===== src/common/ooo_pkg.sv =====
package ooo_pkg;

    localparam int data_w = 32;

    // Seven entries, addressed by tags 1 to 7. Tag 0 means the register file is current.
    localparam int rob_depth = 7;

    typedef logic [4:0] reg_addr_t;
    typedef logic [2:0] rob_tag_t;

    typedef struct packed {
        reg_addr_t rs1;
        reg_addr_t rs2;
        reg_addr_t rd;
    } dispatch_req_t;

    // A source operand is either a value (ready) or the tag of its producer.
    typedef struct packed {
        logic              ready;
        logic [data_w-1:0] value;
        rob_tag_t          tag;
    } operand_t;

    typedef struct packed {
        rob_tag_t  tag;
        reg_addr_t rd;
        operand_t  op1;
        operand_t  op2;
    } dispatch_res_t;

    typedef struct packed {
        rob_tag_t          tag;
        logic [data_w-1:0] value;
    } complete_t;

    typedef struct packed {
        rob_tag_t          tag;
        reg_addr_t         rd;
        logic [data_w-1:0] value;
    } retire_t;

endpackage


===== src/regfile/reg_file.sv =====
`timescale 1ns/1ns

module reg_file import ooo_pkg::*; #(
    parameter int num_regs = 32
) (
    input  logic              clk,
    input  logic              rst,

    input  reg_addr_t         rd_addr1,
    input  reg_addr_t         rd_addr2,
    output logic [data_w-1:0] rd_val1,
    output logic [data_w-1:0] rd_val2,
    output rob_tag_t          rd_tag1,
    output rob_tag_t          rd_tag2,

    input  logic              rename_en,
    input  reg_addr_t         rename_reg,
    input  rob_tag_t          rename_tag,

    input  logic              retire_en,
    input  retire_t           retire
);

    logic [data_w-1:0] regs [num_regs];
    rob_tag_t          tags [num_regs];

    logic ren_ok;
    logic ret_ok;

    // Register 0 is never written or renamed, so it keeps the zero from reset.
    assign ren_ok = rename_en && (rename_reg != '0) && (rename_reg < num_regs);
    assign ret_ok = retire_en && (retire.rd != '0) && (retire.rd < num_regs);

    // Lookups see the state from before the clock edge.
    always_comb begin
        rd_val1 = '0;
        rd_tag1 = '0;
        if (rd_addr1 < num_regs) begin
            rd_val1 = regs[rd_addr1];
            rd_tag1 = tags[rd_addr1];
        end
    end

    always_comb begin
        rd_val2 = '0;
        rd_tag2 = '0;
        if (rd_addr2 < num_regs) begin
            rd_val2 = regs[rd_addr2];
            rd_tag2 = tags[rd_addr2];
        end
    end

    always_ff @(posedge clk) begin
        if (!rst) begin
            for (int i = 0; i < num_regs; i++) begin
                regs[i] <= '0;
                tags[i] <= '0;
            end
        end else begin
            if (ret_ok) begin
                regs[retire.rd] <= retire.value;
                // A later rename has already moved the producer on; keep that tag.
                if (tags[retire.rd] == retire.tag) begin
                    tags[retire.rd] <= '0;
                end
            end
            // Placed after the retire update so a rename on the same edge wins.
            if (ren_ok) begin
                tags[rename_reg] <= rename_tag;
            end
        end
    end

endmodule


===== src/rob/reorder_buffer.sv =====
`timescale 1ns/1ns

module reorder_buffer import ooo_pkg::*; #(
    parameter int rob_entries = rob_depth
) (
    input  logic              clk,
    input  logic              rst,

    input  logic              alloc,
    input  reg_addr_t         alloc_rd,
    output rob_tag_t          alloc_tag,
    output logic              full,

    input  logic              complete,
    input  complete_t         comp,

    input  rob_tag_t          look_tag1,
    input  rob_tag_t          look_tag2,
    output logic              look_ready1,
    output logic              look_ready2,
    output logic [data_w-1:0] look_val1,
    output logic [data_w-1:0] look_val2,

    output logic              retire_en,
    output retire_t           retire,
    output logic              retire_valid,
    output retire_t           ret
);

    reg_addr_t         ent_rd   [rob_entries];
    logic              ent_done [rob_entries];
    logic [data_w-1:0] ent_val  [rob_entries];

    logic [2:0] head;
    logic [2:0] tail;
    logic [2:0] count;
    logic       alloc_ok;

    function automatic logic [2:0] next_ptr(logic [2:0] p);
        return (p == 3'(rob_entries - 1)) ? 3'd0 : p + 3'd1;
    endfunction

    function automatic logic tag_in_range(rob_tag_t t);
        return (t != '0) && (t <= rob_entries);
    endfunction

    // Tags are the entry index plus one.
    assign alloc_tag = rob_tag_t'(tail + 3'd1);
    assign full      = (count == 3'(rob_entries));
    assign alloc_ok  = alloc && !full;

    // Forwarding answers use the done flags from before the edge.
    always_comb begin
        look_ready1 = 1'b0;
        look_val1   = '0;
        if (tag_in_range(look_tag1)) begin
            look_ready1 = ent_done[look_tag1 - 3'd1];
            look_val1   = ent_val[look_tag1 - 3'd1];
        end
    end

    always_comb begin
        look_ready2 = 1'b0;
        look_val2   = '0;
        if (tag_in_range(look_tag2)) begin
            look_ready2 = ent_done[look_tag2 - 3'd1];
            look_val2   = ent_val[look_tag2 - 3'd1];
        end
    end

    // The head retires into the register file as soon as it is done.
    assign retire_en    = (count != '0) && ent_done[head];
    assign retire.tag   = rob_tag_t'(head + 3'd1);
    assign retire.rd    = ent_rd[head];
    assign retire.value = ent_val[head];

    always_ff @(posedge clk) begin
        if (!rst) begin
            head  <= '0;
            tail  <= '0;
            count <= '0;
            for (int i = 0; i < rob_entries; i++) begin
                ent_done[i] <= 1'b0;
            end
        end else begin
            if (alloc_ok) begin
                ent_rd[tail]   <= alloc_rd;
                ent_done[tail] <= 1'b0;
                tail           <= next_ptr(tail);
            end
            if (complete && tag_in_range(comp.tag)) begin
                ent_done[comp.tag - 3'd1] <= 1'b1;
                ent_val[comp.tag - 3'd1]  <= comp.value;
            end
            if (retire_en) begin
                ent_done[head] <= 1'b0;
                head           <= next_ptr(head);
            end
            case ({alloc_ok, retire_en})
                2'b10:   count <= count + 3'd1;
                2'b01:   count <= count - 3'd1;
                default: count <= count;
            endcase
        end
    end

    // Retirement seen from outside, one cycle after the register file write.
    always_ff @(posedge clk) begin
        if (!rst) begin
            retire_valid <= 1'b0;
        end else begin
            retire_valid <= retire_en;
        end
    end

    always_ff @(posedge clk) begin
        if (retire_en) begin
            ret <= retire;
        end
    end

endmodule


===== src/hdl/dispatch_unit.sv =====
`timescale 1ns/1ns

module dispatch_unit import ooo_pkg::*; (
    input  logic              clk,
    input  logic              rst,

    input  logic              dispatch,
    input  dispatch_req_t     disp_req,
    input  logic              full,
    input  rob_tag_t          alloc_tag,

    output reg_addr_t         src_addr1,
    output reg_addr_t         src_addr2,
    input  logic [data_w-1:0] rf_val1,
    input  logic [data_w-1:0] rf_val2,
    input  rob_tag_t          rf_tag1,
    input  rob_tag_t          rf_tag2,

    input  logic              look_ready1,
    input  logic              look_ready2,
    input  logic [data_w-1:0] look_val1,
    input  logic [data_w-1:0] look_val2,

    output logic              alloc,
    output logic              rename_en,
    output reg_addr_t         rename_reg,

    output logic              disp_valid,
    output dispatch_res_t     disp_res
);

    operand_t op1;
    operand_t op2;

    // Tag 0 takes the register file value, a finished producer is forwarded,
    // anything else waits on its tag.
    function automatic operand_t resolve(
        rob_tag_t          tag,
        logic [data_w-1:0] rf_val,
        logic              fwd_ready,
        logic [data_w-1:0] fwd_val
    );
        operand_t op;
        op = '0;
        if (tag == '0) begin
            op.ready = 1'b1;
            op.value = rf_val;
        end else if (fwd_ready) begin
            op.ready = 1'b1;
            op.value = fwd_val;
        end else begin
            op.tag = tag;
        end
        return op;
    endfunction

    assign src_addr1  = disp_req.rs1;
    assign src_addr2  = disp_req.rs2;

    // A strobe while full is dropped.
    assign alloc      = dispatch && !full;
    assign rename_en  = alloc && (disp_req.rd != '0);
    assign rename_reg = disp_req.rd;

    assign op1 = resolve(rf_tag1, rf_val1, look_ready1, look_val1);
    assign op2 = resolve(rf_tag2, rf_val2, look_ready2, look_val2);

    always_ff @(posedge clk) begin
        if (!rst) begin
            disp_valid <= 1'b0;
        end else begin
            disp_valid <= alloc;
        end
    end

    always_ff @(posedge clk) begin
        if (alloc) begin
            disp_res.tag <= alloc_tag;
            disp_res.rd  <= disp_req.rd;
            disp_res.op1 <= op1;
            disp_res.op2 <= op2;
        end
    end

endmodule


===== src/hdl/ooo_front_top.sv =====
`timescale 1ns/1ns

module ooo_front_top import ooo_pkg::*; #(
    parameter int num_regs    = 32,
    parameter int rob_entries = rob_depth
) (
    input  logic          clk,
    input  logic          rst,

    input  logic          dispatch,
    input  dispatch_req_t disp_req,
    input  logic          complete,
    input  complete_t     comp,

    output logic          full,
    output logic          disp_valid,
    output dispatch_res_t disp_res,
    output logic          retire_valid,
    output retire_t       ret
);

    reg_addr_t         src_addr1;
    reg_addr_t         src_addr2;
    logic [data_w-1:0] rf_val1;
    logic [data_w-1:0] rf_val2;
    rob_tag_t          rf_tag1;
    rob_tag_t          rf_tag2;
    logic              look_ready1;
    logic              look_ready2;
    logic [data_w-1:0] look_val1;
    logic [data_w-1:0] look_val2;
    logic              alloc;
    rob_tag_t          alloc_tag;
    logic              rename_en;
    reg_addr_t         rename_reg;
    logic              retire_en;
    retire_t           retire;

    reg_file #(
        .num_regs (num_regs)
    ) i_reg_file (
        .clk        (clk),
        .rst        (rst),
        .rd_addr1   (src_addr1),
        .rd_addr2   (src_addr2),
        .rd_val1    (rf_val1),
        .rd_val2    (rf_val2),
        .rd_tag1    (rf_tag1),
        .rd_tag2    (rf_tag2),
        .rename_en  (rename_en),
        .rename_reg (rename_reg),
        .rename_tag (alloc_tag),
        .retire_en  (retire_en),
        .retire     (retire)
    );

    // The producer tags from the register file double as the forwarding lookups.
    reorder_buffer #(
        .rob_entries (rob_entries)
    ) i_reorder_buffer (
        .clk          (clk),
        .rst          (rst),
        .alloc        (alloc),
        .alloc_rd     (disp_req.rd),
        .alloc_tag    (alloc_tag),
        .full         (full),
        .complete     (complete),
        .comp         (comp),
        .look_tag1    (rf_tag1),
        .look_tag2    (rf_tag2),
        .look_ready1  (look_ready1),
        .look_ready2  (look_ready2),
        .look_val1    (look_val1),
        .look_val2    (look_val2),
        .retire_en    (retire_en),
        .retire       (retire),
        .retire_valid (retire_valid),
        .ret          (ret)
    );

    dispatch_unit i_dispatch_unit (
        .clk         (clk),
        .rst         (rst),
        .dispatch    (dispatch),
        .disp_req    (disp_req),
        .full        (full),
        .alloc_tag   (alloc_tag),
        .src_addr1   (src_addr1),
        .src_addr2   (src_addr2),
        .rf_val1     (rf_val1),
        .rf_val2     (rf_val2),
        .rf_tag1     (rf_tag1),
        .rf_tag2     (rf_tag2),
        .look_ready1 (look_ready1),
        .look_ready2 (look_ready2),
        .look_val1   (look_val1),
        .look_val2   (look_val2),
        .alloc       (alloc),
        .rename_en   (rename_en),
        .rename_reg  (rename_reg),
        .disp_valid  (disp_valid),
        .disp_res    (disp_res)
    );

endmodule


===== config.mk =====
export PLATFORM = sky130hd
export DESIGN_NAME = ooo_front_top
export DESIGN_NICKNAME = d
export VERILOG_FILES = /design/src/common/ooo_pkg.sv /design/src/regfile/reg_file.sv /design/src/rob/reorder_buffer.sv /design/src/hdl/dispatch_unit.sv /design/src/hdl/ooo_front_top.sv
export SDC_FILE = /design/constraint.sdc
export NUM_CORES = 2
export LEC_CHECK = 0
export BUFFER_PORTS_ARGS = -buffer_cell sky130_fd_sc_hd__clkbuf_2
export CORE_MARGIN = 3
export CORE_UTILIZATION = 66
export CTS_BUF_LIST = sky130_fd_sc_hd__clkbuf_4 sky130_fd_sc_hd__clkbuf_8
export DETAILED_ROUTE_END_ITERATION = 8
export PLACE_DENSITY = 0.87
export SLEW_MARGIN = 20
export SYNTH_ARGS = -nofsm -noshare
export SYNTH_HDL_FRONTEND = slang
export SYNTH_HIERARCHICAL = 1
export SYNTH_SLANG_ARGS = --single-unit

===== constraint.sdc =====
create_clock -name clk -period 8.8 [get_ports clk]
set_clock_uncertainty 0.2 [all_clocks]
set_input_delay 0.44 -clock clk [delete_from_list [all_inputs] [get_ports clk]]
set_output_delay 0.44 -clock clk [all_outputs]
set_load 0.05 [all_outputs]

Word level (Yosys, flattened, before mapping)
Memories as Yosys holds them, arrays and structs flattened. A register that Yosys moved wholly into a read port is not among the register bits.
Index checks and enable logic that the tools add are counted.
- word-level logic and storage cells: 114
- output and inout port bits: 123
- bits of input ports: 54
- memories kept: 5
- bits in writable memories: 1386
- bits in registers: 131
- $add $sub $neg: 7
- reduce and logical (&&, ||, !) cells: 25
- eq/ne operators: 6
- mux-type cells: 55
- memory list (name ; depth ; bits a word ; read ports ; clocked after Yosys merged registers in ; wr ports ; RTL line ; text):
    i_reg_file.regs ; 32 ; 32 ; 2 ; 0 ; 32 ; reg_file.sv:24 ; logic [data_w-1:0] regs [num_regs];
    i_reorder_buffer.ent_val ; 7 ; 32 ; 3 ; 1 ; 1 ; reorder_buffer.sv:32 ; logic [data_w-1:0] ent_val [rob_entries];
    i_reg_file.tags ; 32 ; 3 ; 3 ; 0 ; 32 ; reg_file.sv:25 ; rob_tag_t tags [num_regs];
    i_reorder_buffer.ent_rd ; 7 ; 5 ; 1 ; 1 ; 1 ; reorder_buffer.sv:30 ; reg_addr_t ent_rd [rob_entries];
    i_reorder_buffer.ent_done ; 7 ; 1 ; 3 ; 1 ; 7 ; reorder_buffer.sv:31 ; logic ent_done [rob_entries];
- operators with widths (kind ; number):
    $mux W32 ; 5
    $mux W33 ; 2
    $mux W3 ; 13
    $reduce_or A32 Y1 ; 1
    $mux W1 ; 31
    $mux W5 ; 3
    $reduce_bool A3 Y1 ; 4
    $sub A3 B1 Y3 const B ; 4
    $reduce_bool A5 Y1 ; 2
    $add A3 B1 Y3 const B ; 3
    $eq A3 B3 Y1 const B ; 3
    $logic_and A1 B1 Y1 ; 7
    $logic_not A3 Y1 ; 2
    $pmux W3 S2 ; 1
    $reduce_or A3 Y1 ; 2
    $reduce_or A2 Y1 ; 2
    $eq A3 B3 Y1 ; 1
    $reduce_or A1 Y1 ; 3
    $eq A2 B1 Y1 const B ; 1
    $eq A2 B2 Y1 const B ; 1
    $reduce_bool A2 Y1 ; 1
    $logic_not A1 Y1 ; 1

Depth between registers and ports, before layout
- depth after elaboration: 10
- gate-level depth with buffers: 21
- gate-level depth less buffers: 11

Modules after synthesis
Netlist, hierarchy kept.
- modules (own cells, without submodules) (module ; instances ; cells each ; area an instance (µm²) ; seq. area each (µm²)):
    reg_file ; 1 ; 3733 ; 60788.3 ; 33632.3
    reorder_buffer ; 1 ; 1121 ; 16355.7 ; 9399.0
    dispatch_unit ; 1 ; 316 ; 3901.2 ; 2422.3

Least setup slack after synthesis
Ideal clock, no wire load.
- kind: flip-flop to flip-flop
- start: reg i_reorder_buffer.count[1]
- end: reg i_reorder_buffer.count[2]
- library setup time: 72 ps
- period minus slack after synthesis: 6803 ps
- buffers on the path: 0
- stages on the path, launching flop included: 11
- data arrival time: 6531 ps
- slack: 1997 ps
- data required time: 8528 ps
- cells stage by stage: dfxtp_1 nand3_1 inv_1 nor2b_1 nand2_1 ha_1 inv_1 fa_1 xor2_1 or3_1 a21oi_1
- word-level cells in the longest chain between the ends: 6
- elaborated cells between the ends (all ways): 12
- classes of those cells: add/sub: 2; eq/ne: 3; mux: 1; reduce/logical: 6
- RTL lines (item ; RTL line ; text):
    from (decl) ; reorder_buffer.sv:36 ; logic [2:0] count;
    from (signal assigned) ; reorder_buffer.sv:100 ; 2'b10: count <= count + 3'd1;
    from (signal assigned) ; reorder_buffer.sv:101 ; 2'b01: count <= count - 3'd1;
    from (signal assigned) ; reorder_buffer.sv:102 ; default: count <= count;
    $eq A3 B3 Y1 * ; reorder_buffer.sv:49 ; assign full = (count == 3'(rob_entries));
    named net full ; ooo_front_top.sv:15 ; output logic full,
    $logic_not A1 Y1 * ; dispatch_unit.sv:61 ; assign alloc = dispatch && !full;
    $logic_and A1 B1 Y1 * ; dispatch_unit.sv:61 ;
    named net alloc ; ooo_front_top.sv:32 ; logic alloc;
    $logic_and A1 B1 Y1 * ; reorder_buffer.sv:50 ; assign alloc_ok = alloc && !full;
    $eq A2 B1 Y1 or $eq A2 B2 Y1 (tied branches) ; reorder_buffer.sv:99 ; case ({alloc_ok, retire_en})
    $pmux W3 S2 or $reduce_bool A2 Y1 (tied branches) ; - ;
Mark *: on every way through the listed nets, which the timed path passes. The rest lies on a longest branch.
A chain may end at the register's enable or synchronous reset.

==> results by stage <==
Final layout:
- The layout overhead on the synthesized area is 8.22%.
- The final layout contains 5,237 nets.
- The fraction of layout instances using a drive strength above 1 is 31.2%.
- After routing the design area is 0.0877 mm².
- After filler insertion, the fill cell instance count of the layout stands at 6,798.

Worst setup path:
- The type of destination of the critical path is a flip-flop.
- The peak fanout along the critical path is 42.
- STA classifies the critical path startpoint as a flip-flop.
- The critical path in this run is classified as reg2reg.
- The required time of the critical path is 9.16 ns.
- The data arrival time of the critical path is 6.34 ns.

Power:
- Dividing total power by cell area gives a power density of 193 mW/mm².
- The static leakage is 33.1 nW.
- Total power for the finished layout comes to 16.9 mW.
- IR analysis of the VDD net gives a maximum drop of 0.188 mV.

Clock network:
- The number of buffers created by CTS is 229.
- In this run, post-CTS repair resized a total of 0 instances.
- The clock latency reported for the late side of the worst-skew pair is 0.93 ns.
- The H-tree was split into 4 levels.
- The number of clock sinks is 1,521.
- Buffers added to address setup during post-CTS repair amount to 0.
- The TritonCTS clock tree is done.
- The root buffer cell chosen for the clock tree is clkbuf_8.
- The clock passes through at most 3 buffers.
- After clock tree synthesis, the clock-pin slew on the worst setup and hold paths is 0.07 ns.

Synth:
- The count of warnings emitted by yosys is 6.
- The fraction of registers with async set or reset after synthesis is 0%.
- By area the synthesized netlist is led by edfxtp_1 56%, mux4_2 23%, and3_1 5.4%.
- The synthesized design contains 1,499 enable-type register cells.
- Counting flops and latches in the post-synthesis netlist gives 1,521.
- The part of the Yosys area used for sequential elements is 56.1%.
- edfxtp_1 takes more of the synthesized area than any other cell.
- After synthesis, the largest area contributor takes up 55.5% of total cell area.
- After synthesis, the netlist uses 68 different library cells.
- The number of instances in the synthesized netlist is 5,170.
- The most used flip-flop cell after synthesis is edfxtp_1.
- The average instance in the mapped netlist occupies 15.7 µm².
- The area of the mapped netlist is 0.0810 mm².

Route:
- The starting DRC count in detailed routing is 10,169.
- In this run the remaining antenna-violating nets after routing total 0.
- The pre-antenna-repair detailed-routing pass consisted of 8 iterations.
- The routed wire length is 246,000 µm.
- The post-detailed-route DRC marker count is 0.
- The number of vias in the routed layout is 53,674.
- After detailed routing, the average wire length per cell comes to 35.4 µm.
- The routed via count divided by cell count is 7.71.

Placement:
- The global placement routability congestion is 0.910.
- The detailed-placement wirelength estimate is 137,000 µm.
- The count of port buffers added during placement is 176.
- The placed instances occupy a cell area of 0.0827 mm².

Timing:
- The final setup violation count is 0.
- The total negative slack is 0 ns.
- The number of max-slew violations in the final report was 0.
- At the pin with the least slew margin, the transition time is 1.17 ns.
- The total count of hold-check failures in the final report is 0.
- Timing would allow up to 167 MHz.
- Setup repair after global routing left no endpoint under its margin.
- The worst-case headroom to the max-slew limit is 21.8%.
- The clock period could shrink to 5.98 ns.
- Dividing the final minimum period by the clock period gives 68.0%.

GRT:
- The sum of overflow across all layers after global routing is 0.
- The maximum number of pins on one net before global-route repair is 143.
- The wire length of the first global-routing pass is 358,000 µm.
- The overall track demand over capacity in global routing is 39.2%.
- The number of antenna violations at the first check in global routing is 8.
- The via count of the first global-routing pass is 55,123.

Die:
- Once the floorplan was initialized, standard cells occupied 67.0% of the core.
- The area enclosed by the die boundary is 0.127 mm².
- The number of top-level pins is 177.
- The core area is 0.121 mm².
- The chip width is 356 µm.
- The number of rows in the core area is 127.
- Measured along the y axis, the die boundary spans 356 µm.

Worst hold path:
- The path class of the lowest-slack min-delay path is in2reg.

Outcome:
- The flow ran to the end, and the final reports show no timing, DRC or antenna violations.

Job:
- The total of max-cap violations is 0.
## layout by cell type, fill, tap and decap left out, types with 74 or more instances in the layout
master / count
nor2_1: 112
and2_1: 384
clkbuf_4: 74
mux2_2: 105
inv_1: 114
and3_1: 704
mux4_2: 811
clkbuf_2: 167
buf_4: 111
mux2i_1: 199
clkbuf_8: 238
edfxtp_1: 1499
nand2_1: 213
## Yosys cell counts (all sizes together) (4+ instances only)
master and instances:
nor2 128, nor3 11, nand4 8, mux2i 199, dfxtp 22, a211o 65
nand2 244, nand3b 4, buf 156, o211a 4, mux2 107, o22a 4
and3 705, nand2b 4, o21ai 40, o311ai 31, xor2 6, mux4 817
a21oi 68, nand3 18, nor2b 12, edfxtp 1499, ha 13, clkbuf 443
or3 5, and2 386, o32a 4, a22oi 12, inv 117
## registers in the layout, indices dropped and copies added (netlist names), 8 cells and up, named ones only
signal / flops
i_reorder_buffer/ent_val: 224
i_reorder_buffer/ent_done: 8
i_dispatch_unit/disp_res: 80
i_reg_file/regs: 1024
i_reorder_buffer/ent_rd: 35
i_reorder_buffer/ret: 40
i_reg_file/tags: 96
## per-layer routing
layer	wire length [µm]	up-vias	global-route usage, %
met5	13	-	0
met1	73300	26314	49.5
met3	39000	1194	11.3
li1	-	20492	-
met2	112000	5672	58.6
met4	21900	2	28.5
## metrics by stage
| stage | util [%] | hold slack [ns] | worst slack, ns | instances |
|---|---|---|---|---|
| 3_3_place_gp | 68.3 | 0.286 | 3.06 | 6503 |
| 2_1_floorplan | - | 0.266 | 2.00 | 5204 |
| 6_report | 72.5 | 0.130 | 2.82 | 6964 |
| 3_5_place_dp | 68.4 | 0.332 | 2.84 | 6506 |
| 4_1_cts | 72.5 | 0.0520 | 2.83 | 6958 |
| 5_1_grt | 72.5 | 0.102 | 2.54 | 6964 |
## worst paths after layout
path                        startpoint                               to  slack (ns)  cells after the start
min                           comp[21]  i_reorder_buffer/ent_val[0][21]        0.13                      2
max reg2reg                  flip-flop           i_reg_file/tags[31][1]        2.82                     10
max                          flip-flop           i_reg_file/tags[31][1]        2.82                     10
min reg2reg  i_reorder_buffer/count[2]        i_reorder_buffer/count[2]        0.35                      2
## critical path, cell delays in order, from the launching register on
cell	delay, ns
dfxtp_4	0.92
mux4_1	0.40
mux2_2	0.60
buf_4	0.50
mux4_2	0.56
a22o_1	0.25
a221oi_2	0.22
a31o_2	0.20
nand4b_1	0.55
buf_4	0.49
o311ai_0	0.69
## layout make-up
type                       count  area, µm²  share of cell area [%]
clock inverter                99        667                   0.760
timing repair buffer         333       2350                    2.68
tap                         1612       2020                    2.30
inverter                     118        443                   0.505
antenna                        3       7.51                 0.00856
sequential                  1521      45500                    51.8
multi-input combinational   2966      32900                    37.5
clock buffer                 312       3830                    4.37
## power by group
part,switching [mW],internal [mW]
clock,2.76,3.04
combinational,1.69,1.03
sequential,0.176,8.24
total,4.63,12.3
## logic make-up after synthesis
group / Yosys count / share of synthesized area (%)
simple gates: 1538 / 10.8
flops: 1521 / 56.1
mux: 1123 / 26.7
buf+inv: 717 / 3.82
compound gates: 247 / 2.31
fa+ha+maj: 14 / 0.225
xor+xnor: 9 / 0.125
other cells: 1 / 0.00463
## repair_timing
action	in CTS	in global routing
endpoints found under the setup margin	0	0
hold buffers	41	0
endpoints found under the hold margin	314	0
Power figures use the tool's default switching activity.
